[src/rvPipePkg.sv]
// Widths, opcodes, ALU codes, instruction views, immediate helpers and stage structs
package rvPipePkg;

    localparam int XLEN       = 32;
    localparam int REG_ADDR_W = 5;
    localparam int DMEM_WORDS = 64;
    localparam int DMEM_AW    = $clog2(DMEM_WORDS);

    localparam logic [XLEN-1:0] NOP_INST = 32'h0000_0013; // addi x0, x0, 0
    localparam logic [XLEN-1:0] RESET_PC = '0;

    localparam logic [6:0] OPC_OP     = 7'b0110011;
    localparam logic [6:0] OPC_OP_IMM = 7'b0010011;
    localparam logic [6:0] OPC_LOAD   = 7'b0000011;
    localparam logic [6:0] OPC_STORE  = 7'b0100011;
    localparam logic [6:0] OPC_BRANCH = 7'b1100011;
    localparam logic [6:0] OPC_JAL    = 7'b1101111;

    typedef enum logic [3:0] {
        ALU_ADD,
        ALU_SUB,
        ALU_AND,
        ALU_OR,
        ALU_XOR,
        ALU_SLT,
        ALU_PASSB
    } aluOpE;

    // One instruction word seen in five field layouts
    typedef union packed {
        struct packed {
            logic [6:0] funct7;
            logic [4:0] rs2;
            logic [4:0] rs1;
            logic [2:0] funct3;
            logic [4:0] rd;
            logic [6:0] opcode;
        } r;
        struct packed {
            logic [11:0] imm;
            logic [4:0]  rs1;
            logic [2:0]  funct3;
            logic [4:0]  rd;
            logic [6:0]  opcode;
        } i;
        struct packed {
            logic [6:0] immHi;
            logic [4:0] rs2;
            logic [4:0] rs1;
            logic [2:0] funct3;
            logic [4:0] immLo;
            logic [6:0] opcode;
        } s;
        struct packed {
            logic       imm12;
            logic [5:0] imm10_5;
            logic [4:0] rs2;
            logic [4:0] rs1;
            logic [2:0] funct3;
            logic [3:0] imm4_1;
            logic       imm11;
            logic [6:0] opcode;
        } b;
        struct packed {
            logic       imm20;
            logic [9:0] imm10_1;
            logic       imm11;
            logic [7:0] imm19_12;
            logic [4:0] rd;
            logic [6:0] opcode;
        } j;
    } instWordU;

    // Shared by fetch prediction and decode
    function automatic logic [XLEN-1:0] immB(instWordU w);
        return {{19{w.b.imm12}}, w.b.imm12, w.b.imm11, w.b.imm10_5, w.b.imm4_1, 1'b0};
    endfunction

    function automatic logic [XLEN-1:0] immJ(instWordU w);
        return {{11{w.j.imm20}}, w.j.imm20, w.j.imm19_12, w.j.imm11, w.j.imm10_1, 1'b0};
    endfunction

    typedef struct packed {
        logic  regWrite;
        logic  memRead;
        logic  memWrite;
        logic  memToReg;
        logic  linkWrite; // rd gets pc+4
        logic  aluSrcImm;
        aluOpE aluOp;
        logic  branch;
        logic  jump;
        logic  bne;
    } ctrlT;

    typedef struct packed {
        logic [XLEN-1:0] inst;
        logic [XLEN-1:0] pc;
        logic            bPred;
        logic            bPredValid;
    } ifIdT;

    typedef struct packed {
        ctrlT                  ctrl;
        logic [REG_ADDR_W-1:0] rs1;
        logic [REG_ADDR_W-1:0] rs2;
        logic [REG_ADDR_W-1:0] rd;
        logic [2:0]            funct3;
        logic [XLEN-1:0]       rData1;
        logic [XLEN-1:0]       rData2;
        logic [XLEN-1:0]       imm;
        logic [XLEN-1:0]       pc;
        logic                  bPred;
        logic                  bPredValid;
    } idExT;

    typedef struct packed {
        logic                  regWrite;
        logic                  memRead;
        logic                  memWrite;
        logic                  memToReg;
        logic                  linkWrite;
        logic [REG_ADDR_W-1:0] rd;
        logic [XLEN-1:0]       aluResult;
        logic [XLEN-1:0]       storeData;
        logic [XLEN-1:0]       linkData;
    } exMemT;

    typedef struct packed {
        logic                  regWrite;
        logic                  memToReg;
        logic                  linkWrite;
        logic [REG_ADDR_W-1:0] rd;
        logic [XLEN-1:0]       aluResult;
        logic [XLEN-1:0]       loadData;
        logic [XLEN-1:0]       linkData;
    } memWbT;

    typedef struct packed {
        logic                  valid;
        logic [REG_ADDR_W-1:0] rd;
        logic [XLEN-1:0]       data;
    } wbT;

endpackage

[src/executeUnit.sv]
// Operand forwarding, ALU, branch resolution and EX/MEM register
`timescale 1ns/1ps

module executeUnit (
    input  logic                       clk,
    input  logic                       reset,
    input  rvPipePkg::idExT            in,
    output rvPipePkg::exMemT           exMem,
    input  rvPipePkg::wbT              wb,
    output logic                       redirectValid,
    output logic [rvPipePkg::XLEN-1:0] redirectPc
);

    logic [rvPipePkg::XLEN-1:0] exMemValue;
    logic [rvPipePkg::XLEN-1:0] opA;
    logic [rvPipePkg::XLEN-1:0] fwdB;
    logic [rvPipePkg::XLEN-1:0] opB;
    logic [rvPipePkg::XLEN-1:0] aluResult;
    logic [rvPipePkg::XLEN-1:0] linkPc;
    logic                       taken;
    logic                       predTaken;

    assign exMemValue = exMem.linkWrite ? exMem.linkData : exMem.aluResult;

    // Youngest producer first
    function automatic logic [rvPipePkg::XLEN-1:0] forward(
        logic [rvPipePkg::REG_ADDR_W-1:0] rs,
        logic [rvPipePkg::XLEN-1:0]       regData
    );
        if (exMem.regWrite && exMem.rd != '0 && exMem.rd == rs)
            return exMemValue;
        if (wb.valid && wb.rd == rs)
            return wb.data;
        return regData;
    endfunction

    always_comb begin
        opA  = forward(in.rs1, in.rData1);
        fwdB = forward(in.rs2, in.rData2);
        opB  = in.ctrl.aluSrcImm ? in.imm : fwdB;
    end

    always_comb begin
        case (in.ctrl.aluOp)
            rvPipePkg::ALU_ADD:   aluResult = opA + opB;
            rvPipePkg::ALU_SUB:   aluResult = opA - opB;
            rvPipePkg::ALU_AND:   aluResult = opA & opB;
            rvPipePkg::ALU_OR:    aluResult = opA | opB;
            rvPipePkg::ALU_XOR:   aluResult = opA ^ opB;
            rvPipePkg::ALU_SLT:   aluResult = 32'($signed(opA) < $signed(opB));
            rvPipePkg::ALU_PASSB: aluResult = opB;
            default:              aluResult = '0;
        endcase
    end

    assign linkPc    = in.pc + 32'd4;
    assign taken     = in.ctrl.jump || (in.ctrl.branch && ((opA == fwdB) ^ in.ctrl.bne));
    assign predTaken = in.bPredValid && in.bPred;

    // Mispredict in either direction
    assign redirectValid = taken != predTaken;
    assign redirectPc    = taken ? in.pc + in.imm : linkPc;

    always_ff @(posedge clk or negedge reset) begin
        if (!reset) begin
            exMem <= '0;
        end else begin
            exMem <= '{
                regWrite:  in.ctrl.regWrite,
                memRead:   in.ctrl.memRead,
                memWrite:  in.ctrl.memWrite,
                memToReg:  in.ctrl.memToReg,
                linkWrite: in.ctrl.linkWrite,
                rd:        in.rd,
                aluResult: aluResult,
                storeData: fwdB,
                linkData:  linkPc
            };
        end
    end

endmodule

[config.mk]
export PLATFORM = sky130hd
export DESIGN_NAME = executeUnit
export DESIGN_NICKNAME = d
export VERILOG_FILES = /design/src/rvPipePkg.sv /design/src/executeUnit.sv
export SDC_FILE = /design/constraint.sdc
export NUM_CORES = 1
export LEC_CHECK = 0
export BUFFER_PORTS_ARGS = -buffer_cell sky130_fd_sc_hd__buf_2
export CAP_MARGIN = 20
export CORE_ASPECT_RATIO = 0.75
export CORE_MARGIN = 2
export CORE_UTILIZATION = 47
export DETAILED_ROUTE_END_ITERATION = 6
export GPL_TIMING_DRIVEN = 0
export PLACE_DENSITY = 0.83
export RECOVER_POWER = 25
export SYNTH_ARGS = -nofsm -noshare
export SYNTH_HDL_FRONTEND = slang
export SYNTH_SLANG_ARGS = --single-unit
[constraint.sdc]
create_clock -name clk -period 6.75 [get_ports clk]
set_input_delay 0.3375 -clock clk [delete_from_list [all_inputs] [get_ports clk]]
set_output_delay 0.3375 -clock clk [all_outputs]
set_load 0.02 [all_outputs]
==> results by group <==
Drt
  • Drt drc: 0
  • Routed Antenna Nets: 0
  • Drt via density: 6.57
  • Drt pass-1 iters: 7
  • Post-DR wirelength/cell: 27.9 um
  • Overall routed net length: 65900 um
  • Total number of vias: 15508
  • First-iteration detailed-routing DRC count: 1934

STA
  • RSZ-0062 raised after global routing: no
  • Setup tns final: 0 ns
  • Final hold violation count: 0
  • Rel. slew slack: -116%
  • Setup-failing EPs final: 0
  • Max Clock Freq: 0.152 GHz
  • Final period util: a little over nine tenths
  • Final setup margin: 0.168 ns
  • Clk_skew: around 0.018 ns
  • Worst Tran Pin Value: 3.25 ns
  • Max Slew Vio Count: 53
  • Tmin final: 6.58 ns

GRT
  • GRT Util Overall: 44.5%
  • Vias in the first global route: roughly 14000
  • Initial antenna violation count: 5
  • Largest net degree at the start of global routing: 55
  • GR Overflow Total: 0
  • First-pass GRT wire length: 94100 um

Min path
  • Hold crit path type: input port to register
  • Worst hold path depth: 1

Critical path
  • Worst path top cell family by delay: simple AND/OR/NAND/NOR gates
  • Critical Path RT: 6.94 ns
  • Critical path's slowest cell: mux2i_1
  • Crit path buf inv count: 4
  • Critical-path cell list: or4_4, o211ai_2, or2_1, buf_2, buf_2, a31oi_1, mux2i_1, inv_1, ha_1, clkbuf_1, and3_1, nand2_1, nor4_1, nand2_1, and4b_1, o211ai_1, a21boi_0, o21ai_0, a211oi_1, xnor2_1, o221ai_1
  • Worst setup EP type: register
  • Crit path largest cell delay: 0.65 ns
  • CP Class: register to register
  • Critical path depth: 21
  • Crit start category: register
  • CP max FO: 10
  • Critical path arrival: slightly below 7 ns
  • Worst Reg-to-Reg Cells: 21

Yosys
  • Cell with the most instances after synthesis: ha_1
  • Post-synth top area share: a little over 20%
  • Synth top cells by count: ha_1, o21ai_0, nand2_1
  • Async S/R FF share, synth: 100%
  • Syn_area_per_cell: 7.80 um2
  • Sequential fraction of the synthesis area: 20.6%
  • Mapped cell area: 0.0129 mm2
  • Mapped Nets: approximately 2000
  • Unique masters post-synth: 70
  • Synthesis-stage register bit count: between 100 and 150
  • Top FF cell, synth: dfrtp_1
  • EDFF count, synth: 0
  • Post-Synthesis Cells: 1653
  • Top cells by area, synth: dfrtp_1, ha_1, xnor2_1, o21ai_0, mux2_2
  • YS warnings: 0
  • Cell taking the most area after synthesis: dfrtp_1

Clock network
  • H-tree depth: 3
  • CTS tree: built
  • Setup Fix Bufs, Post-CTS: 0
  • CTS max path bufs: 2
  • # clock sinks: about 110
  • Worst-path clk slew: 0.08 ns
  • CTS root buf: clkbuf_16
  • Worst-Skew Late Latency: between 0.3 and 0.4 ns
  • CTS Buf Count: 9

Final layout
  • Nets: 2345
  • Area delta synth->final: 18.8%
  • Largest registers: exMem: 106 flops
  • Fraction of layout cells with a size suffix above 1: 20.6%
  • Max reg flops: 106
  • Reg with most FFs: exMem

Die
  • CORE AREA: 0.0270 mm2
  • IO Pins: 340
  • Die area: 0.0288 mm2
  • Rows: 52
  • Die Ht: between 100 and 150 um
  • Die span in x: roughly 200 um
  • Starting Density: 47.8%

Pwr
  • VDD IR-drop max: approximately 0.14 mV
  • PD cells: between 150 and 200 mW/mm2
  • Leak pwr: 6.99 nW

Placed design
  • Place WS: 0.299 ns
  • Gpl congestion: 1.05
  • Port Buffers: 333
  • Hpwl dp: between 50000 and 60000 um

Status
  • Failing checks: capacitance limit, slew limit
  • Status: complete, but fails checks

Flow run
  • Max-cap viol count: 1
timing repair:
item                                    4_1_cts  5_1_grt
gates resized for setup                       0        2
endpoints found under the hold margin        52        0
endpoints found under the setup margin        0        4
hold buffers                                  1        0
cells by family (layout without fill, tap and decap cells):
family,count (synthesis),after routing,synth area share (%)
buffers and inverters,203,555,6.16
muxes,76,76,6.33
AOI/OAI and AO/OA,497,497,24.7
other,0,4,0
adders and majority gates,144,144,14.1
DFF,106,106,20.6
and+or+nand+nor,494,494,19.0
xor gates and xnor gates,133,133,9.03
per-layer routing:
metal | up-vias | part of all wire, % | global-route usage, %
met5 | - | 0.024 | 0
met4 | 2 | 6.0 | 23.3
met3 | 231 | 13 | 12.5
met2 | 1203 | 41 | 65.6
met1 | 7343 | 40 | 59.3
li1 | 6729 | - | -
placed cells by master (no fill, tap or decap), types with 13 or more instances in the layout:
cell	Yosys	routed
or3_1	75	75
xor2_1	26	26
a221oi_1	26	26
o21ai_0	138	138
a21o_1	28	28
buf_2	7	329
nand4_1	20	20
nor2b_1	15	15
nand2_1	120	120
dfrtp_1	106	106
mux2i_1	31	31
inv_1	102	102
nand3_1	29	29
nor3_1	87	87
xnor2_1	107	107
mux2_2	44	44
a31oi_1	73	73
clkbuf_1	83	96
ha_1	141	141
nor2_1	93	93
a211oi_1	15	14
o21bai_1	17	17
nand2b_1	13	13
o221ai_1	24	24
a21oi_1	87	87
power by group:
part           leakage [nW]  switching (W)  internal [W]
clock                 0.135       0.000306      0.000257
sequential             1.28      0.0000550      0.000688
combinational          5.57       0.000949      0.000490
metrics by stage:
| step | util, % | cell area, um2 | instances | power, W | hold WS (ns) |
|---|---|---|---|---|---|
| detailed placement | 55.7 | 15000 | 2338 | 0.00213 | 0.330 |
| global route | 56.8 | 15300 | 2360 | 0.00285 | 0.0469 |
| CTS | 56.8 | 15300 | 2355 | 0.00269 | 0.0501 |
| finish | 56.8 | 15300 | 2360 | 0.00275 | 0.0518 |
| global placement | 55.6 | 15000 | 2337 | 0.00213 | 0.445 |
| floorplan | - | 12900 | 1653 | 0.00161 | 0.0419 |
cell type report:
cell class	count	area [um2]
fill	2583	11700
multi-input combinational	1344	9460
sequential	106	2650
timing repair buffer	336	1690
tap	351	439
buffer	101	412
inverter	102	383
clock buffer	10	229
clock inverter	6	50.0
antenna	4	10.0
worst paths after layout:
kind / slack, ns / start / endpoint
max reg2reg: 0.17 / exMem[99] / exMem[89]
min reg2reg: 0.92 / exMem[17] / exMem[49]
min: 0.05 / in[159] / exMem[104]
min in group asynchronous: 1.56 / reset / exMem[64]
max in group asynchronous: 3.33 / reset / exMem[15]
max: 0.17 / exMem[99] / exMem[89]
No activity file was read; power rests on OpenSTA's default activity.
