$ cat src/rvPipePkg.sv
// Widths, opcodes, ALU codes, instruction views, immediate helpers and stage structs
package rvPipePkg;

    localparam int XLEN       = 32;
    localparam int REG_ADDR_W = 5;
    localparam int DMEM_WORDS = 64;
    localparam int DMEM_AW    = $clog2(DMEM_WORDS);

    localparam logic [XLEN-1:0] NOP_INST = 32'h0000_0013; // addi x0, x0, 0
    localparam logic [XLEN-1:0] RESET_PC = '0;

    localparam logic [6:0] OPC_OP     = 7'b0110011;
    localparam logic [6:0] OPC_OP_IMM = 7'b0010011;
    localparam logic [6:0] OPC_LOAD   = 7'b0000011;
    localparam logic [6:0] OPC_STORE  = 7'b0100011;
    localparam logic [6:0] OPC_BRANCH = 7'b1100011;
    localparam logic [6:0] OPC_JAL    = 7'b1101111;

    typedef enum logic [3:0] {
        ALU_ADD,
        ALU_SUB,
        ALU_AND,
        ALU_OR,
        ALU_XOR,
        ALU_SLT,
        ALU_PASSB
    } aluOpE;

    // One instruction word seen in five field layouts
    typedef union packed {
        struct packed {
            logic [6:0] funct7;
            logic [4:0] rs2;
            logic [4:0] rs1;
            logic [2:0] funct3;
            logic [4:0] rd;
            logic [6:0] opcode;
        } r;
        struct packed {
            logic [11:0] imm;
            logic [4:0]  rs1;
            logic [2:0]  funct3;
            logic [4:0]  rd;
            logic [6:0]  opcode;
        } i;
        struct packed {
            logic [6:0] immHi;
            logic [4:0] rs2;
            logic [4:0] rs1;
            logic [2:0] funct3;
            logic [4:0] immLo;
            logic [6:0] opcode;
        } s;
        struct packed {
            logic       imm12;
            logic [5:0] imm10_5;
            logic [4:0] rs2;
            logic [4:0] rs1;
            logic [2:0] funct3;
            logic [3:0] imm4_1;
            logic       imm11;
            logic [6:0] opcode;
        } b;
        struct packed {
            logic       imm20;
            logic [9:0] imm10_1;
            logic       imm11;
            logic [7:0] imm19_12;
            logic [4:0] rd;
            logic [6:0] opcode;
        } j;
    } instWordU;

    // Shared by fetch prediction and decode
    function automatic logic [XLEN-1:0] immB(instWordU w);
        return {{19{w.b.imm12}}, w.b.imm12, w.b.imm11, w.b.imm10_5, w.b.imm4_1, 1'b0};
    endfunction

    function automatic logic [XLEN-1:0] immJ(instWordU w);
        return {{11{w.j.imm20}}, w.j.imm20, w.j.imm19_12, w.j.imm11, w.j.imm10_1, 1'b0};
    endfunction

    typedef struct packed {
        logic  regWrite;
        logic  memRead;
        logic  memWrite;
        logic  memToReg;
        logic  linkWrite; // rd gets pc+4
        logic  aluSrcImm;
        aluOpE aluOp;
        logic  branch;
        logic  jump;
        logic  bne;
    } ctrlT;

    typedef struct packed {
        logic [XLEN-1:0] inst;
        logic [XLEN-1:0] pc;
        logic            bPred;
        logic            bPredValid;
    } ifIdT;

    typedef struct packed {
        ctrlT                  ctrl;
        logic [REG_ADDR_W-1:0] rs1;
        logic [REG_ADDR_W-1:0] rs2;
        logic [REG_ADDR_W-1:0] rd;
        logic [2:0]            funct3;
        logic [XLEN-1:0]       rData1;
        logic [XLEN-1:0]       rData2;
        logic [XLEN-1:0]       imm;
        logic [XLEN-1:0]       pc;
        logic                  bPred;
        logic                  bPredValid;
    } idExT;

    typedef struct packed {
        logic                  regWrite;
        logic                  memRead;
        logic                  memWrite;
        logic                  memToReg;
        logic                  linkWrite;
        logic [REG_ADDR_W-1:0] rd;
        logic [XLEN-1:0]       aluResult;
        logic [XLEN-1:0]       storeData;
        logic [XLEN-1:0]       linkData;
    } exMemT;

    typedef struct packed {
        logic                  regWrite;
        logic                  memToReg;
        logic                  linkWrite;
        logic [REG_ADDR_W-1:0] rd;
        logic [XLEN-1:0]       aluResult;
        logic [XLEN-1:0]       loadData;
        logic [XLEN-1:0]       linkData;
    } memWbT;

    typedef struct packed {
        logic                  valid;
        logic [REG_ADDR_W-1:0] rd;
        logic [XLEN-1:0]       data;
    } wbT;

endpackage

$ cat src/pipeRegs.sv
// IF/ID and ID/EX stage registers with stall and flush
`timescale 1ns/1ps

module ifIdReg (
    input  logic            clk,
    input  logic            reset,
    input  logic            stall,
    input  logic            flush,
    input  rvPipePkg::ifIdT in,
    output rvPipePkg::ifIdT out
);

    always_ff @(posedge clk or negedge reset) begin
        if (!reset) begin
            out <= '{
                inst:       rvPipePkg::NOP_INST,
                pc:         rvPipePkg::RESET_PC,
                bPred:      1'b0,
                bPredValid: 1'b0
            };
        end else if (flush) begin
            // Squash to NOP and drop the prediction
            out <= '{
                inst:       rvPipePkg::NOP_INST,
                pc:         in.pc,
                bPred:      1'b0,
                bPredValid: 1'b0
            };
        end else if (!stall) begin
            out <= in;
        end
    end

endmodule


$ cat config.mk
export PLATFORM = sky130hd
export DESIGN_NAME = ifIdReg
export DESIGN_NICKNAME = d
export VERILOG_FILES = /design/src/rvPipePkg.sv /design/src/pipeRegs.sv
export SDC_FILE = /design/constraint.sdc
export NUM_CORES = 1
export LEC_CHECK = 0
export ABC_AREA = 1
export ABC_CLOCK_PERIOD_IN_PS = 800
export BUFFER_PORTS_ARGS = -buffer_cell sky130_fd_sc_hd__buf_2
export CAP_MARGIN = 5
export CORE_ASPECT_RATIO = 1.1
export CORE_UTILIZATION = 35
export DETAILED_ROUTE_END_ITERATION = 10
export PLACE_DENSITY = 0.71
export SKIP_LAST_GASP = 1
export SYNTH_ARGS = -nofsm -noshare
export SYNTH_HDL_FRONTEND = slang
export SYNTH_SLANG_ARGS = --single-unit
export TNS_END_PERCENT = 30
$ cat constraint.sdc
create_clock -name clk -period 0.8 [get_ports clk]
set_input_delay 0.04 -clock clk [delete_from_list [all_inputs] [get_ports clk]]
set_output_delay 0.04 -clock clk [all_outputs]
set_load 0.005 [all_outputs]
==> results of run 1 <==
-- report_power, final --
part           switching, mW  total (mW)  internal, mW
Combinational          0.611        1.34         0.726
Clock                   1.13        2.39          1.26
Sequential             0.136        3.72          3.58
Total                   1.88        7.44          5.56
-- per-layer routing --
metal / part of all wire, % / track usage (%) / up-vias
met3: 5.6 / 5.38 / 27
met1: 40 / 23.3 / 1329
met2: 51 / 35.6 / 114
met4: 3.3 / 11.2 / 0
li1: - / - / 1373
met5: 0 / 0 / -
-- worst max-delay path by stage --
stage	start	to	slack (ps)	cells past startpoint
2_1_floorplan	out[34]$_DFFE_PN1P_	out[34]$_DFFE_PN1P_	110	2
5_1_grt	out[35]$_DFFE_PN1P_	out[35]	-250	1
6_report	out[35]$_DFFE_PN1P_	out[35]	-220	1
3_5_place_dp	stall	out[14]$_DFFE_PN0P_	-40	4
3_3_place_gp	stall	out[26]$_DFFE_PN0P_	-4	4
4_1_cts	out[35]$_DFFE_PN1P_	out[35]	-240	1
-- area by class of cell --
class                      count  area, um2  area share, %
multi-input combinational    199        868           19.8
inverter                       2       7.51          0.171
antenna                        1       2.50         0.0570
timing repair buffer         222       1580           36.0
tap                           85        106           2.42
clock inverter                 3       15.0          0.342
sequential                    66       1660           37.7
clock buffer                  12        155           3.54
-- layout by cell type (no fill, tap or decap) --
cell	netlist	layout
buf_6	0	1
nand3_1	97	97
diode_2	0	1
buf_2	11	134
clkinv_2	0	3
dfrtp_1	63	63
clkbuf_8	0	11
clkbuf_1	6	1
buf_12	0	6
buf_4	6	14
dlygate4sd3_1	0	67
nand2_1	102	102
dfstp_2	3	3
inv_2	2	2
-- timing repair --
| item | in CTS | in global routing |
|---|---|---|
| setup endpoints to repair | 66 | 67 |
| buffers inserted | 5 | 6 |
| endpoints found under the hold margin | 132 | 0 |
| cloned | 0 | 0 |
| hold buffers | 67 | 0 |
| resized for setup | 0 | 1 |
-- cells by family (layout without fill, tap and decap cells) --
kind of cell	after synthesis	count (layout)	share of synthesized area, %
other	0	1	0
buffers and inverters	25	239	4.90
flip-flops	66	66	62.4
AND/OR/NAND/NOR	199	199	32.7
==> impl_metrics.json, run 1 <==
{
  "status": "complete, but fails checks",
  "violations": "negative setup slack",
  "pre_cts_ws_ps": -36.5,
  "drtIter0Drc": 101,
  "cp_max_fo": 2,
  "worst-path-buf-inv": 1,
  "grt_max_degree": 64,
  "holdPathEnd": "out[36]$_DFFE_PN0P_",
  "fin_nets": 570,
  "crit_path_end_kind": "output pin",
  "clockRootBuffer": "clkbuf_8",
  "wl_per_cell_um": 13.6,
  "layout-drive-gt1-share_pct": 34.5,
  "place.gp.congestion": 0.727,
  "firstDrtPassIters": 4,
  "cp_slowest_cell": "dfstp_2",
  "synth_edf_count": 0,
  "cts.path.max_buffers": 2,
  "largest_reg_flops": 66,
  "setup_slack_ps": -215,
  "fin_crit_ps": 1020,
  "reg_top3": "out (66)",
  "synth_top_area_share_pct": 59.4,
  "synth_most_common_cell": "nand2_1",
  "synth-seq-area-share_pct": 62.4,
  "slew_headroom_pct": 73.3,
  "dieArea_mm2": 0.00793,
  "synth_cell_type_count": 8,
  "grt_pass1_vias": 2666,
  "via_per_inst": 4.82,
  "hold_viol": 0,
  "ys_ff_latch": 66,
  "htree_levels": 3,
  "insertion_delay_ps": 330,
  "hold_slack_ps": 51.5,
  "final_util_pct": 61.2,
  "setup_viol": 66,
  "critPathMaxStageDelay_ps": 530,
  "drv_cap": 0,
  "worstReg2RegEnd": "out[31]$_DFFE_PN0P_",
  "startpoint_type": "flip-flop",
  "ir_drop_v": 0.000928,
  "placed_cell_area_mm2": 0.00346,
  "synthCells": 290,
  "io_buffers": 135,
  "vias": 2843,
  "powerDensity_mw_per_mm2": 1700,
  "rsz0062_at_grt": "yes",
  "critical_path_class": "flip-flop to output pin",
  "cts.clk_slew.worst_paths_ps": 70,
  "fp-row-count": 32,
  "fin_setup_tns_ps": -5860,
  "postSynth.asyncResetShare_pct": 100,
  "syn-mean-instance-area_um2": 9.15,
  "r2r.worst_path.cells": 3,
  "arrival_ps": 980,
  "maxClockFrequency_mhz": 985,
  "post-dp-hpwl_um": 4550,
  "die_x_um": 85.0,
  "cp_cell_sequence": "buf_2",
  "crit_family": "flip-flops",
  "finalInstanceArea_mm2": 0.00439,
  "slew_violations": 0,
  "ys_top_cells_by_area": "dfrtp_1 (59%), nand3_1 (18%), nand2_1 (14%), dfstp_2 (3.0%), buf_2 (2.1%)",
  "fin_crit_sh_pct": 127,
  "synth_fp_nets": 360,
  "clock_sinks": 66,
  "drcViolationCount": 0,
  "r2r_slack_ps": 20,
  "hold_class": "input port to flip-flop",
  "cts_buffers": 9,
  "ant_nets": 0,
  "stdcell_count": 590,
  "antenna_found_initial": 0,
  "synth_top_cell_by_area": "dfrtp_1",
  "tightest_slew_ps": 400,
  "ys_warn_count": 0,
  "ioPinCount": 136,
  "cts_tree": "yes",
  "hp-start": "stall",
  "gr-usage-all-layers_pct": 20.6,
  "synth_area_mm2": 0.00265,
  "holdPathStages": 3,
  "synth_ff_type": "dfrtp_1",
  "synthToLayoutAreaGrowth_pct": 65.3,
  "finalWirelength_um": 8020,
  "synth_commonest_cells": "nand2_1 (102), nand3_1 (97), dfrtp_1 (63)",
  "overflow": 0,
  "leakage_nw": 2.45,
  "dp.cells": 496,
  "r2r_start": "out[31]$_DFFE_PN0P_",
  "fillers": 603,
  "grt_pass1_wl_um": 12500,
  "dieHeight_um": 93.3,
  "cp.required_ps": 760,
  "regMostFlops": "out",
  "fin_skew_ps": 0,
  "initial_core_util_pct": 37.0,
  "fin_total_pwr_mw": 7.44,
  "core_mm2": 0.00717
}
Power figures use the tool's default switching activity.
==> run 2, diff against run 1 <==
--- a/config.mk
+++ b/config.mk
@@ -10,9 +10,11 @@
 export BUFFER_PORTS_ARGS = -buffer_cell sky130_fd_sc_hd__buf_2
 export CAP_MARGIN = 5
 export CORE_ASPECT_RATIO = 1.1
+export CORE_MARGIN = 4
 export CORE_UTILIZATION = 35
 export DETAILED_ROUTE_END_ITERATION = 10
 export PLACE_DENSITY = 0.71
+export SKIP_CTS_REPAIR_TIMING = 1
 export SKIP_LAST_GASP = 1
 export SYNTH_ARGS = -nofsm -noshare
 export SYNTH_HDL_FRONTEND = slang
==> run 2 against run 1 <==
  * The flow still finishes with violations (negative setup slack)
  * Global-route usage fell by 4.5 points
  * Cell count up 0.34%
  * Hold slack improved by 150 ps
  * Register-to-register slack hardly changed
  * Largest cell class unchanged
==> impl_metrics.json, run 2 (synthesis results as in run 1) <==
{
  "pre_cts_ws_ps": -8.19,
  "slew_violations": 0,
  "crit_family": "flip-flops",
  "hold_class": "input port to flip-flop",
  "cts_tree": "yes",
  "grt_pass1_wl_um": 11900,
  "fin_nets": 570,
  "drtIter0Drc": 134,
  "io_buffers": 135,
  "initial_core_util_pct": 35.7,
  "overflow": 0,
  "clock_sinks": 66,
  "regMostFlops": "out",
  "ioPinCount": 136,
  "fillers": 615,
  "setup_viol": 66,
  "layout_commonest_cell": "buf_2",
  "cp.depth": 1,
  "htree_levels": 3,
  "fin_skew_ps": 0,
  "cts.path.max_buffers": 2,
  "insertion_delay_ps": 330,
  "ir_drop_v": 0.000967,
  "insertedDiodeCount": 0,
  "ant_nets": 0,
  "fin_setup_tns_ps": -5620,
  "r2r.worst_path.cells": 3,
  "wl_per_cell_um": 13.7,
  "synthToLayoutAreaGrowth_pct": 64.7,
  "vias": 2831,
  "cp_cell_sequence": "buf_2",
  "fp-row-count": 33,
  "critPathMaxStageDelay_ps": 540,
  "leakage_nw": 2.44,
  "fin_crit_ps": 1020,
  "cts.clk_slew.worst_paths_ps": 70,
  "powerDensity_mw_per_mm2": 1700,
  "via_per_inst": 4.78,
  "startpoint_type": "flip-flop",
  "final_cell_mix": "buf_2 (135), nand2_1 (102), nand3_1 (97)",
  "gr-usage-all-layers_pct": 16.2,
  "grt_max_degree": 71,
  "cp_slowest_cell": "dfstp_2",
  "dieHeight_um": 99.3,
  "slew_headroom_pct": 81.5,
  "arrival_ps": 980,
  "tightest_slew_ps": 278,
  "dieArea_mm2": 0.00904,
  "firstDrtPassIters": 4,
  "largest_reg_flops": 66,
  "finalInstanceArea_mm2": 0.00437,
  "cp.required_ps": 760,
  "multi_input_area_um2": 868,
  "drv_cap": 0,
  "finalWirelength_um": 8140,
  "drcViolationCount": 0,
  "critical_path_class": "flip-flop to output pin",
  "post-dp-hpwl_um": 5000,
  "reg_top3": "out (66)",
  "place.gp.congestion": 0.708,
  "worst-path-buf-inv": 1,
  "setup_slack_ps": -220,
  "rsz0062_at_grt": "yes",
  "antenna_found_initial": 0,
  "violations": "negative setup slack",
  "core_mm2": 0.00743,
  "cp_max_fo": 2,
  "clockRootBuffer": "clkbuf_8",
  "placed_cell_area_mm2": 0.00347,
  "hold_viol": 0,
  "maxClockFrequency_mhz": 981,
  "seqCellArea_mm2": 0.00166,
  "status": "complete, but fails checks",
  "layout-drive-gt1-share_pct": 34.7,
  "cts_buffers": 9,
  "holdPathStages": 4,
  "grt_pass1_vias": 2534,
  "crit_path_end_kind": "output pin",
  "fin_crit_sh_pct": 127,
  "die_x_um": 91.0
}
[run 2: cell types whose count changed in the layout (fill, tap and decap cells not counted)]
cell / delta
clkbuf_8: -1
buf_12: -1
buf_6: -1
clkinvlp_4: +2
buf_2: +1
buf_4: +1
diode_2: -1
[run 2: worst paths after layout]
kind / startpoint / to / slack (ps)
max in group asynchronous: reset / out[35]$_DFFE_PN1P_ / 330
min in group asynchronous: reset / out[36]$_DFFE_PN0P_ / 240
worst min register to register: out[34]$_DFFE_PN1P_ / out[34]$_DFFE_PN1P_ / 500
worst min-delay path: stall / out[1]$_DFFE_PN0P_ / 200
worst max-delay path: out[35]$_DFFE_PN1P_ / out[35] / -220
worst max register to register: out[9]$_DFFE_PN0P_ / out[9]$_DFFE_PN0P_ / 30
[run 2: power breakdown]
| group | switching (mW) | leakage [nW] | internal, mW |
|---|---|---|---|
| sequential | 0.128 | 0.826 | 3.58 |
| clock | 1.20 | 0.0851 | 1.19 |
| combinational | 0.610 | 1.53 | 0.708 |
[run 2: area by class of cell]
class                   count  share of cell area [%]
multi-input cells         199                    19.9
clock inverters             5                   0.687
well taps                  87                    2.49
flip-flops and latches     66                    37.9
repair buffers            222                    35.7
inverters                   2                   0.172
clock buffers              11                    3.24
[run 2: metrics by stage]
| stage | hold WS (ps) | power [mW] | utilization [%] | instances |
|---|---|---|---|---|
| 3_3_place_gp | 46.4 | 4.76 | 46.7 | 501 |
| 2_1_floorplan | -256 | 4.16 | - | 290 |
| 5_1_grt | 194 | 7.82 | 58.8 | 592 |
| 3_5_place_dp | 47.9 | 4.78 | 46.7 | 501 |
| 6_report | 199 | 7.41 | 58.8 | 592 |
| 4_1_cts | -318 | 7.22 | 49.0 | 517 |
[run 2: metal layers]
metal  global-route usage [%]  vias to the layer above  routed length (um)
li1                         -                     1368                   -
met1                     19.9                     1327                3350
met2                     27.0                      127                4110
met3                     5.60                        9                 567
met4                     4.52                        0                 113
met5                        0                        -                   0
