`src/rvPipePkg.sv`:
```
// Widths, opcodes, ALU codes, instruction views, immediate helpers and stage structs
package rvPipePkg;

    localparam int XLEN       = 32;
    localparam int REG_ADDR_W = 5;
    localparam int DMEM_WORDS = 64;
    localparam int DMEM_AW    = $clog2(DMEM_WORDS);

    localparam logic [XLEN-1:0] NOP_INST = 32'h0000_0013; // addi x0, x0, 0
    localparam logic [XLEN-1:0] RESET_PC = '0;

    localparam logic [6:0] OPC_OP     = 7'b0110011;
    localparam logic [6:0] OPC_OP_IMM = 7'b0010011;
    localparam logic [6:0] OPC_LOAD   = 7'b0000011;
    localparam logic [6:0] OPC_STORE  = 7'b0100011;
    localparam logic [6:0] OPC_BRANCH = 7'b1100011;
    localparam logic [6:0] OPC_JAL    = 7'b1101111;

    typedef enum logic [3:0] {
        ALU_ADD,
        ALU_SUB,
        ALU_AND,
        ALU_OR,
        ALU_XOR,
        ALU_SLT,
        ALU_PASSB
    } aluOpE;

    // One instruction word seen in five field layouts
    typedef union packed {
        struct packed {
            logic [6:0] funct7;
            logic [4:0] rs2;
            logic [4:0] rs1;
            logic [2:0] funct3;
            logic [4:0] rd;
            logic [6:0] opcode;
        } r;
        struct packed {
            logic [11:0] imm;
            logic [4:0]  rs1;
            logic [2:0]  funct3;
            logic [4:0]  rd;
            logic [6:0]  opcode;
        } i;
        struct packed {
            logic [6:0] immHi;
            logic [4:0] rs2;
            logic [4:0] rs1;
            logic [2:0] funct3;
            logic [4:0] immLo;
            logic [6:0] opcode;
        } s;
        struct packed {
            logic       imm12;
            logic [5:0] imm10_5;
            logic [4:0] rs2;
            logic [4:0] rs1;
            logic [2:0] funct3;
            logic [3:0] imm4_1;
            logic       imm11;
            logic [6:0] opcode;
        } b;
        struct packed {
            logic       imm20;
            logic [9:0] imm10_1;
            logic       imm11;
            logic [7:0] imm19_12;
            logic [4:0] rd;
            logic [6:0] opcode;
        } j;
    } instWordU;

    // Shared by fetch prediction and decode
    function automatic logic [XLEN-1:0] immB(instWordU w);
        return {{19{w.b.imm12}}, w.b.imm12, w.b.imm11, w.b.imm10_5, w.b.imm4_1, 1'b0};
    endfunction

    function automatic logic [XLEN-1:0] immJ(instWordU w);
        return {{11{w.j.imm20}}, w.j.imm20, w.j.imm19_12, w.j.imm11, w.j.imm10_1, 1'b0};
    endfunction

    typedef struct packed {
        logic  regWrite;
        logic  memRead;
        logic  memWrite;
        logic  memToReg;
        logic  linkWrite; // rd gets pc+4
        logic  aluSrcImm;
        aluOpE aluOp;
        logic  branch;
        logic  jump;
        logic  bne;
    } ctrlT;

    typedef struct packed {
        logic [XLEN-1:0] inst;
        logic [XLEN-1:0] pc;
        logic            bPred;
        logic            bPredValid;
    } ifIdT;

    typedef struct packed {
        ctrlT                  ctrl;
        logic [REG_ADDR_W-1:0] rs1;
        logic [REG_ADDR_W-1:0] rs2;
        logic [REG_ADDR_W-1:0] rd;
        logic [2:0]            funct3;
        logic [XLEN-1:0]       rData1;
        logic [XLEN-1:0]       rData2;
        logic [XLEN-1:0]       imm;
        logic [XLEN-1:0]       pc;
        logic                  bPred;
        logic                  bPredValid;
    } idExT;

    typedef struct packed {
        logic                  regWrite;
        logic                  memRead;
        logic                  memWrite;
        logic                  memToReg;
        logic                  linkWrite;
        logic [REG_ADDR_W-1:0] rd;
        logic [XLEN-1:0]       aluResult;
        logic [XLEN-1:0]       storeData;
        logic [XLEN-1:0]       linkData;
    } exMemT;

    typedef struct packed {
        logic                  regWrite;
        logic                  memToReg;
        logic                  linkWrite;
        logic [REG_ADDR_W-1:0] rd;
        logic [XLEN-1:0]       aluResult;
        logic [XLEN-1:0]       loadData;
        logic [XLEN-1:0]       linkData;
    } memWbT;

    typedef struct packed {
        logic                  valid;
        logic [REG_ADDR_W-1:0] rd;
        logic [XLEN-1:0]       data;
    } wbT;

endpackage

```
`src/decodeUnit.sv`:
```
// Field extraction, control generation and immediate generation
`timescale 1ns/1ps

module decodeUnit (
    input  rvPipePkg::ifIdT                        in,
    output logic [rvPipePkg::REG_ADDR_W-1:0]       rs1,
    output logic [rvPipePkg::REG_ADDR_W-1:0]       rs2,
    input  logic [rvPipePkg::XLEN-1:0]             rData1,
    input  logic [rvPipePkg::XLEN-1:0]             rData2,
    output rvPipePkg::idExT                        out
);

    rvPipePkg::instWordU        inst;
    rvPipePkg::ctrlT            ctrl;
    logic [rvPipePkg::XLEN-1:0] imm;

    assign inst = in.inst;
    assign rs1  = inst.r.rs1;
    assign rs2  = inst.r.rs2;

    always_comb begin
        ctrl = '0;
        imm  = '0;
        case (inst.r.opcode)
            rvPipePkg::OPC_OP: begin
                ctrl.regWrite = 1'b1;
                case (inst.r.funct3)
                    3'b000:  ctrl.aluOp = inst.r.funct7[5] ? rvPipePkg::ALU_SUB
                                                           : rvPipePkg::ALU_ADD;
                    3'b010:  ctrl.aluOp = rvPipePkg::ALU_SLT;
                    3'b100:  ctrl.aluOp = rvPipePkg::ALU_XOR;
                    3'b110:  ctrl.aluOp = rvPipePkg::ALU_OR;
                    3'b111:  ctrl.aluOp = rvPipePkg::ALU_AND;
                    default: ctrl.regWrite = 1'b0;
                endcase
            end
            rvPipePkg::OPC_OP_IMM: begin
                if (inst.i.funct3 == 3'b000) begin // ADDI only
                    ctrl.regWrite  = 1'b1;
                    ctrl.aluSrcImm = 1'b1;
                end
                imm = {{20{inst.i.imm[11]}}, inst.i.imm};
            end
            rvPipePkg::OPC_LOAD: begin
                if (inst.i.funct3 == 3'b010) begin
                    ctrl.regWrite  = 1'b1;
                    ctrl.memRead   = 1'b1;
                    ctrl.memToReg  = 1'b1;
                    ctrl.aluSrcImm = 1'b1;
                end
                imm = {{20{inst.i.imm[11]}}, inst.i.imm};
            end
            rvPipePkg::OPC_STORE: begin
                if (inst.s.funct3 == 3'b010) begin
                    ctrl.memWrite  = 1'b1;
                    ctrl.aluSrcImm = 1'b1;
                end
                imm = {{20{inst.s.immHi[6]}}, inst.s.immHi, inst.s.immLo};
            end
            rvPipePkg::OPC_BRANCH: begin
                if (inst.b.funct3[2:1] == 2'b00) begin // BEQ, BNE
                    ctrl.branch = 1'b1;
                    ctrl.bne    = inst.b.funct3[0];
                    ctrl.aluOp  = rvPipePkg::ALU_SUB;
                end
                imm = rvPipePkg::immB(inst);
            end
            rvPipePkg::OPC_JAL: begin
                ctrl.regWrite  = 1'b1;
                ctrl.linkWrite = 1'b1;
                ctrl.jump      = 1'b1;
                ctrl.aluOp     = rvPipePkg::ALU_PASSB;
                imm            = rvPipePkg::immJ(inst);
            end
            default: ;
        endcase
    end

    assign out = '{
        ctrl:       ctrl,
        rs1:        inst.r.rs1,
        rs2:        inst.r.rs2,
        rd:         inst.r.rd,
        funct3:     inst.r.funct3,
        rData1:     rData1,
        rData2:     rData2,
        imm:        imm,
        pc:         in.pc,
        bPred:      in.bPred,
        bPredValid: in.bPredValid
    };

endmodule

```
`config.mk`:
```
export PLATFORM = sky130hd
export DESIGN_NAME = decodeUnit
export DESIGN_NICKNAME = d
export VERILOG_FILES = /design/src/rvPipePkg.sv /design/src/decodeUnit.sv
export SDC_FILE = /design/constraint.sdc
export NUM_CORES = 1
export LEC_CHECK = 0
export BUFFER_PORTS_ARGS = -buffer_cell sky130_fd_sc_hd__buf_2
export CORE_AREA = 2 2 117 119
export DETAILED_ROUTE_END_ITERATION = 16
export DIE_AREA = 0 0 119 121
export GPL_ROUTABILITY_DRIVEN = 0
export PLACE_DENSITY = 0.48
export SLEW_MARGIN = 20
export SYNTH_ARGS = -nofsm -noshare
export SYNTH_HDL_FRONTEND = slang
export SYNTH_SLANG_ARGS = --single-unit
export TNS_END_PERCENT = 50
```
`constraint.sdc`:
```
create_clock -name vclk -period 1.6
set_input_delay 0.16 -clock vclk [all_inputs]
set_output_delay 0.16 -clock vclk [all_outputs]
set_load 0.01 [all_outputs]
```
==> summary.md, run 1 <==
| Metric | Value |
|---|---|
| Max Transition Viols Final | `0` |
| Commonest non-fill, non-tap cells in the layout | `sky130_fd_sc_hd__buf_2, sky130_fd_sc_hd__buf_4, sky130_fd_sc_hd__a21o_1, sky130_fd_sc_hd__a21boi_0` |
| CP dominant cell by count | `sky130_fd_sc_hd__buf_2` |
| Worst hold slack | `approximately 0.32 ns` |
| Synthesized netlist cell count | `213` |
| Final setup violation count | `0` |
| Warnings, synthesis | `0` |
| Width of the chip | `119 um` |
| Standard-cell row count | `42` |
| Pin count of the biggest net entering global routing | `15` |
| Area used by sequential logic in the layout | `0 um^2` |
| Total number of vias | `1145` |
| Switching power total | `roughly 0.12 mW` |
| Power Dens Cells | `160.8 nW/um^2` |
| Met3 GRT Util | `~1.8%` |
| Highest cell delay on the worst timing path | `0.28 ns` |
| Half-perimeter wire length of the detailed placement result | `4.179 mm` |
| Type of destination of the critical path | `primary output` |
| F_max | `659.7 MHz` |
| Initial Utilization | `around an eighth` |
| Number of buffers inserted to repair setup after CTS | `0` |
| Required arrival time at the worst endpoint | `1.44 ns` |
| Proportion of netlist area held by the largest area contributor | `66.88%` |
| Mean post-synth cell area | `7.484 um^2` |
| Netlist area before placement | `roughly 1600 um^2` |
| Maximum fanout encountered on the critical timing path | `14` |
| Antenna-violating nets left | `0` |
| Cell type group with the largest total delay on the critical path | `buffers and inverters` |
| Total number of sequential cells | `0` |
| Part of the total power dissipated in sequential elements | `0%` |
| Post-synthesis to final-layout area growth | `-11.62%` |
| Clock power frac | `0%` |
| Die Footprint | `14400 um^2` |
| Share of synthesized area occupied by flip-flops and latches | `0%` |
| Aggregate global routing overflow | `0` |
| Startpoint Class | `input port` |
| Hold Path Class | `input port to primary output` |
| Wire length of the first global-routing pass | `6.417 mm` |
| Pleak | `0.8277 nW` |
| Final-stage net count | `321` |
| Pre-Repair DR Iteration Count | `4` |
| Worst setup path category | `input port to primary output` |
| Count of filler cells inserted in the layout | `1537` |
| Top cells by area, synth | `sky130_fd_sc_hd__buf_4, sky130_fd_sc_hd__a21boi_0, sky130_fd_sc_hd__a21o_1` |
| Detail-routed net length per standard cell | `12.91 um` |
| Setup repair after global routing missed its margin | `true` |
| Crit-path cells | `buf_2, buf_4, nand4b_1, nor2_2, buf_6, a32o_1, buf_2` |
| Initial antenna violation count | `0` |
| Biggest area consumer among synthesized cells | `sky130_fd_sc_hd__buf_4` |
| Final cycle utilization of the critical path | `a little over nine tenths` |
| Result of the run | `finished clean` |
| Maximum ir drop on the vdd rail | `0.00002993 V` |
| Routing layer with the top usage in global route | `met2` |
| Diodes inserted | `0` |
| Launching instance or port of the critical path | `in[38]` |
| Hold-fix buffers at CTS | `0` |
| Post-placement setup slack | `-0.02634 ns` |
| Total of max-cap violations | `0` |
| Number of different library cells in the post-synthesis netlist | `36` |
| Net count after synthesis | `around 340` |
| Arrival time at the worst endpoint | `1.36 ns` |
| Final standard cell area without fillers | `about 1400 um^2` |
| # DRC | `0` |
| Area of combinational cells with multiple inputs | `501.7 um^2` |
| Met1 demand-to-capacity share in global routing | `6.365%` |
| Total global-route track usage | `around 5.8%` |
| Post-Place Cell Area | `roughly 1400 um^2` |
| Die Ht | `121 um` |
| Core occupancy in the finished layout | `approximately 11%` |
| Final critical-path required period | `1.516 ns` |
| Worst path bufs/invs | `4` |
| Sum of routed wire length over all layers | `between 4 and 5 mm` |
| Total I/O pin count | `301` |
| Core region area | `roughly 13000 um^2` |
| Number of clock buffers in the layout | `0` |
| Switching share of total power | `53.63%` |
| Ratio of cells with drive above 1 in the final layout | `71.43%` |
| Combinational fraction of design power | `100.0%` |
| Initial DRC count | `18` |
| Most common cell after layout, fill and taps aside | `sky130_fd_sc_hd__buf_2` |
| Internal power consumption | `around 0.11 mW` |
| Via count of the first global-routing pass | `1093` |
| Crit path depth | `7` |
| Met2 Usage GRT | `9.339%` |
| Vias per Instance | `3.137` |
| Final Hold Fails | `0` |
| End point of the critical path | `out[45]` |
| Number of buffers inserted by port buffering | `~100` |
| Setup slack of the critical path after layout | `between 0.08 and 0.09 ns` |
| CP max-delay cell | `sky130_fd_sc_hd__nand4b_1` |
==> worst min-delay path by stage <==
stage,start,to,slack (ns),cells after the start
finish,rData1[26],out[124],0.32,0
global route,rData1[23],out[121],0.32,0
CTS,in[0],out[0],0.32,0
detailed placement,in[0],out[0],0.32,0
global placement,in[0],out[0],0.32,0
floorplan,in[46],out[155],0.37,1
==> stage by stage <==
stage	power, mW	TNS [ns]	instances
after detailed placement	0.2264	-0.02634	365
final	0.2265	0	365
after CTS	0.2280	0	365
after global placement	0.2245	0	365
after global routing	0.2498	-0.001951	365
after floorplan	0.4027	0	213
==> cells in the mapped netlist (2+ instances only) <==
library cell,instances
sky130_fd_sc_hd__a21boi_0,7
sky130_fd_sc_hd__nor2_1,7
sky130_fd_sc_hd__a22o_1,4
sky130_fd_sc_hd__nand2_1,3
sky130_fd_sc_hd__o21ai_0,3
sky130_fd_sc_hd__nand3_1,3
sky130_fd_sc_hd__buf_4,142
sky130_fd_sc_hd__a31o_2,2
sky130_fd_sc_hd__a21oi_1,3
sky130_fd_sc_hd__inv_1,6
sky130_fd_sc_hd__buf_6,2
sky130_fd_sc_hd__a21o_1,7
==> timing repair <==
item / 4_1_cts / 5_1_grt
setup endpoints to repair: 1 / 19
pin swaps: 0 / 1
gates resized for setup: 1 / 4
==> kinds of logic (layout without fill, tap and decap cells) <==
family                 count (synthesis)  after routing  synth area share (%)
AND/OR/NAND/NOR                       27             27                 12.72
other                                  1              1                0.2353
AO/OA/AOI/OAI                         32             32                 15.86
XOR/XNOR                               1              1                0.5496
buffers and inverters                151            127                 70.02
multiplexers                           1              1                0.6280
==> per-layer routing <==
layer / up-vias / wire [um]
met5: - / 0
met4: 0 / 331
met3: 36 / 530
met2: 86 / 2151
met1: 509 / 1700
li1: 514 / -
==> cell type report <==
class | instances | area share (%)
inverter | 6 | 1.599
timing repair buffer | 121 | 47.16
multi-input combinational | 62 | 35.61
tap | 176 | 15.63
==> power by group through the flow <==
| stage | Clock (mW) | Sequential [mW] | Combinational [mW] |
|---|---|---|---|
| 3_5_place_dp | 0 | 0 | 0.226 |
| 2_1_floorplan | 0 | 0 | 0.403 |
| 6_report | 0 | 0 | 0.227 |
| 4_1_cts | 0 | 0 | 0.228 |
| 3_3_place_gp | 0 | 0 | 0.224 |
| 5_1_grt | 0 | 0 | 0.250 |
(Power assumes the default switching activity.)
==> inputs of run 2 (changes only) <==
- BUFFER_PORTS_ARGS: -buffer_cell sky130_fd_sc_hd__buf_2 -> -buffer_cell sky130_fd_sc_hd__clkbuf_2
==> summary.md, run 2 (synthesized netlist as in run 1, its figures left out) <==
| Metric | Value |
|---|---|
| Result of the run | `finished clean` |
| Die Ht | `121 um (unchanged)` |
| Final critical-path required period | `1.541 ns (+0.02563 ns)` |
| Number of buffers inserted by port buffering | `104 (unchanged)` |
| Via count of the first global-routing pass | `1108 (+1.4%)` |
| Initial antenna violation count | `0 (unchanged)` |
| Aggregate global routing overflow | `0 (unchanged)` |
| Final cycle utilization of the critical path | `96.34% (+1.6 points)` |
| CP max-delay cell | `sky130_fd_sc_hd__and4bb_2` |
| Worst setup path category | `input port to primary output` |
| Initial Utilization | `12.18% (unchanged)` |
| Final Hold Fails | `0 (unchanged)` |
| Die Footprint | `14400 um^2 (unchanged)` |
| Total of max-cap violations | `0 (unchanged)` |
| Arrival time at the worst endpoint | `1.38 ns (+0.02 ns)` |
| Total I/O pin count | `301 (unchanged)` |
| Most common cell after layout, fill and taps aside | `sky130_fd_sc_hd__clkbuf_2` |
| Ratio of cells with drive above 1 in the final layout | `71.35% (-0.074 points)` |
| F_max | `648.8 MHz (-1.7%)` |
| Max Transition Viols Final | `0 (unchanged)` |
| Maximum fanout encountered on the critical timing path | `6 (-8)` |
| Standard-cell row count | `42 (unchanged)` |
| Total global-route track usage | `5.912% (+0.16 points)` |
| Final-stage net count | `324 (+0.93%)` |
| Number of clock buffers in the layout | `0 (unchanged)` |
| Width of the chip | `119 um (unchanged)` |
| Total number of vias | `1146 (+0.087%)` |
| Hold Path Class | `input port to primary output` |
| Setup repair after global routing missed its margin | `true` |
| Startpoint Class | `input port` |
| # DRC | `0 (unchanged)` |
| Count of filler cells inserted in the layout | `1521 (-1.0%)` |
| Half-perimeter wire length of the detailed placement result | `4.241 mm (+1.5%)` |
| Worst hold slack | `0.3200 ns (unchanged)` |
| Wire length of the first global-routing pass | `6.596 mm (+2.8%)` |
| Required arrival time at the worst endpoint | `1.44 ns (about the same)` |
| Diodes inserted | `0 (unchanged)` |
| Final setup violation count | `0 (unchanged)` |
| Pre-Repair DR Iteration Count | `4 (unchanged)` |
| Hold-fix buffers at CTS | `0 (unchanged)` |
| Pleak | `0.8150 nW (-1.5%)` |
| Total number of sequential cells | `0 (unchanged)` |
| Maximum ir drop on the vdd rail | `0.00003569 V (+19%)` |
| Power Dens Cells | `162.3 nW/um^2 (+0.94%)` |
| Highest cell delay on the worst timing path | `0.34 ns (+0.06 ns)` |
| Type of destination of the critical path | `primary output` |
| Sum of routed wire length over all layers | `4.745 mm (+0.68%)` |
| Core region area | `13090 um^2 (unchanged)` |
| Area used by sequential logic in the layout | `0 um^2 (unchanged)` |
| Non-Filler Instances | `368 (+0.82%)` |
| Vias per Instance | `3.114 (-0.73%)` |
| Area of combinational cells with multiple inputs | `494.2 um^2 (-1.5%)` |
| Detail-routed net length per standard cell | `12.89 um (-0.14%)` |
| Post-synthesis to final-layout area growth | `-10.91%` |
| Number of cells after detailed placement | `368 (+0.82%)` |
| Initial DRC count | `8 (-10)` |
| Antenna-violating nets left | `0 (unchanged)` |
| Crit-path cells | `clkbuf_2, and4bb_2, buf_4, nand2_1, o41ai_2, buf_2` |
| Pin count of the biggest net entering global routing | `15 (unchanged)` |
| Commonest non-fill, non-tap cells in the layout | `sky130_fd_sc_hd__clkbuf_2, sky130_fd_sc_hd__buf_4, sky130_fd_sc_hd__nor2_1, sky130_fd_sc_hd__a21o_1, sky130_fd_sc_hd__a21boi_0` |
==> run 2: critical path: cells and delay by family <==
| kind | cells | cell delay [ns] |
|---|---|---|
| compound gates | 1 | 0.33 |
| buf+inv | 3 | 0.46 |
| simple gates | 2 | 0.44 |
==> run 2: final timing paths <==
check	endpoint	start	slack, ns	cells after the start
setup / recovery	out[151]	in[37]	0.06	6
hold / removal	out[124]	rData1[26]	0.32	0
==> run 2: stage by stage <==
stage	cell area (um^2)	worst slack (ns)	TNS, ns	power [mW]	util (%)
5_1_grt	1420	-0.008768	-0.008768	0.2544	10.85
3_5_place_dp	1408	-0.0005087	-0.0005087	0.2333	10.76
2_1_floorplan	1598	0.06033	0	0.4027	-
3_3_place_gp	1408	0.06367	0	0.2309	10.76
6_report	1420	0.05859	0	0.2305	10.85
4_1_cts	1408	0.003412	0	0.2339	10.76
==> run 2: final cells by class <==
class	count	area share (%)
timing repair buffer	124	48.11
tap	176	15.51
inverter	6	1.586
multi-input combinational	62	34.80
==> run 2: routing by layer <==
metal	share of wire, %	wire [um]	GRT usage [%]	up-vias
li1	-	-	-	523
met1	36	1695	6.392	499
met2	46	2195	9.878	86
met3	11	522	1.786	38
met4	7.0	332	4.167	0
met5	0	0	0	-
==> run 2: power breakdown <==
group / internal (mW) / switching [mW] / total [mW]
registers: 0 / 0 / 0
clock network: 0 / 0 / 0
logic: 0.107 / 0.123 / 0.231
==> run 2: repair_timing <==
action,CTS,global route
endpoints found under the setup margin,0,4
buffers inserted,0,0
gates resized for setup,0,3
==> inputs of run 3 (changes only) <==
- MAX_ROUTING_LAYER: not set -> met4
==> summary.md, run 3 (synthesized netlist as in run 1, its figures left out) <==
| Metric | Value |
|---|---|
| Number of buffers inserted to repair setup after CTS | `0 (unchanged)` |
| Ratio of cells with drive above 1 in the final layout | `71.35% (unchanged)` |
| Result of the run | `finished clean` |
| Vias per Instance | `3.111 (about the same)` |
| Crit-path cells | `clkbuf_2, and4bb_2, buf_4, nand2_1, o41ai_2, buf_2` |
| CP max-delay cell | `sky130_fd_sc_hd__and4bb_2` |
| Max Transition Viols Final | `0 (unchanged)` |
| Aggregate global routing overflow | `0 (unchanged)` |
| Die Footprint | `14400 um^2 (unchanged)` |
| Half-perimeter wire length of the detailed placement result | `4.241 mm (unchanged)` |
| Width of the chip | `119 um (unchanged)` |
| Initial antenna violation count | `0 (unchanged)` |
| Sum of routed wire length over all layers | `4.746 mm (about the same)` |
| Setup repair after global routing missed its margin | `true` |
| Highest cell delay on the worst timing path | `0.34 ns (about the same)` |
| F_max | `654.4 MHz (+0.86%)` |
| Total number of sequential cells | `0 (unchanged)` |
| Required arrival time at the worst endpoint | `1.44 ns (about the same)` |
| Type of destination of the critical path | `primary output` |
| Most common cell after layout, fill and taps aside | `sky130_fd_sc_hd__clkbuf_2` |
| Die Ht | `121 um (unchanged)` |
| Final cycle utilization of the critical path | `95.51% (-0.82 points)` |
| Cell type group with the largest total delay on the critical path | `buffers and inverters` |
| Worst setup path category | `input port to primary output` |
| Number of clock buffers in the layout | `0 (unchanged)` |
| Total global-route track usage | `6.076% (+0.16 points)` |
| Final setup violation count | `0 (unchanged)` |
| Worst path bufs/invs | `3 (unchanged)` |
| Initial Utilization | `12.18% (unchanged)` |
| Total I/O pin count | `301 (unchanged)` |
| Area used by sequential logic in the layout | `0 um^2 (unchanged)` |
| Arrival time at the worst endpoint | `1.37 ns (about the same)` |
| Diodes inserted | `0 (unchanged)` |
| Hold-fix buffers at CTS | `0 (unchanged)` |
| Final critical-path required period | `1.528 ns (-0.01319 ns)` |
| Worst hold slack | `0.3200 ns (unchanged)` |
| Final Hold Fails | `0 (unchanged)` |
| Final-stage net count | `324 (unchanged)` |
| Hold Path Class | `input port to primary output` |
| Pleak | `0.8150 nW (unchanged)` |
| Pre-Repair DR Iteration Count | `4 (unchanged)` |
| # DRC | `0 (unchanged)` |
| Pin count of the biggest net entering global routing | `15 (unchanged)` |
| Commonest non-fill, non-tap cells in the layout | `sky130_fd_sc_hd__clkbuf_2, sky130_fd_sc_hd__buf_4, sky130_fd_sc_hd__nor2_1, sky130_fd_sc_hd__a21o_1, sky130_fd_sc_hd__a21boi_0` |
| Startpoint Class | `input port` |
| Maximum fanout encountered on the critical timing path | `6 (unchanged)` |
| Total of max-cap violations | `0 (unchanged)` |
| Antenna-violating nets left | `0 (unchanged)` |
| Detail-routed net length per standard cell | `12.90 um (about the same)` |
| Power Dens Cells | `162.3 nW/um^2 (about the same)` |
| Number of cells after detailed placement | `368 (unchanged)` |
| Post-cts sizing count | `0 (unchanged)` |
| Post-synthesis to final-layout area growth | `-10.91% (unchanged)` |
| Standard-cell row count | `42 (unchanged)` |
| Core region area | `13090 um^2 (unchanged)` |
| Maximum ir drop on the vdd rail | `0.00003569 V (unchanged)` |
| Wire length of the first global-routing pass | `6.603 mm (+0.11%)` |
| Non-Filler Instances | `368 (unchanged)` |
| Via count of the first global-routing pass | `1112 (+0.36%)` |
| Initial DRC count | `12 (+4)` |
| Number of buffers inserted by port buffering | `104 (unchanged)` |
| Total number of vias | `1145 (-0.087%)` |
[run 3: cell counts in the layout (fill, tap and decap cells not counted)]
Identical to the previous run, type by type.
[run 3: report_power, final]
part	switching, mW	internal, mW	leakage, nW
registers	0	0	0
clock network	0	0	0
logic	0.123	0.107	0.815
[run 3: metal layers]
metal / GRT usage (%) / wire length, um
met1: 6.278 / 1666
met2: 10.02 / 2226
met3: 1.786 / 522
met4: 4.167 / 330
met5: - / 0
[run 3: cell type report]
class              instances  area (um^2)
repair buffers           124        683.2
well taps                176        220.2
inverters                  6        22.52
fillers                 1521        11660
multi-input cells         62        494.2
[run 3: worst paths after layout]
kind	from	end	slack (ns)	cells past startpoint
worst min-delay path	rData1[26]	out[124]	0.32	0
worst max-delay path	in[37]	out[151]	0.07	6
[run 3: metrics by stage]
step                  TNS (ns)  setup slack [ns]  power [mW]  area (um^2)  utilization, %
finish                       0           0.07178      0.2305         1420           10.85
global route         -0.008768         -0.008768      0.2544         1420           10.85
CTS                          0          0.003412      0.2339         1408           10.76
detailed placement  -0.0005087        -0.0005087      0.2333         1408           10.76
global placement             0           0.06367      0.2309         1408           10.76
floorplan                    0           0.06033      0.4027         1598               -
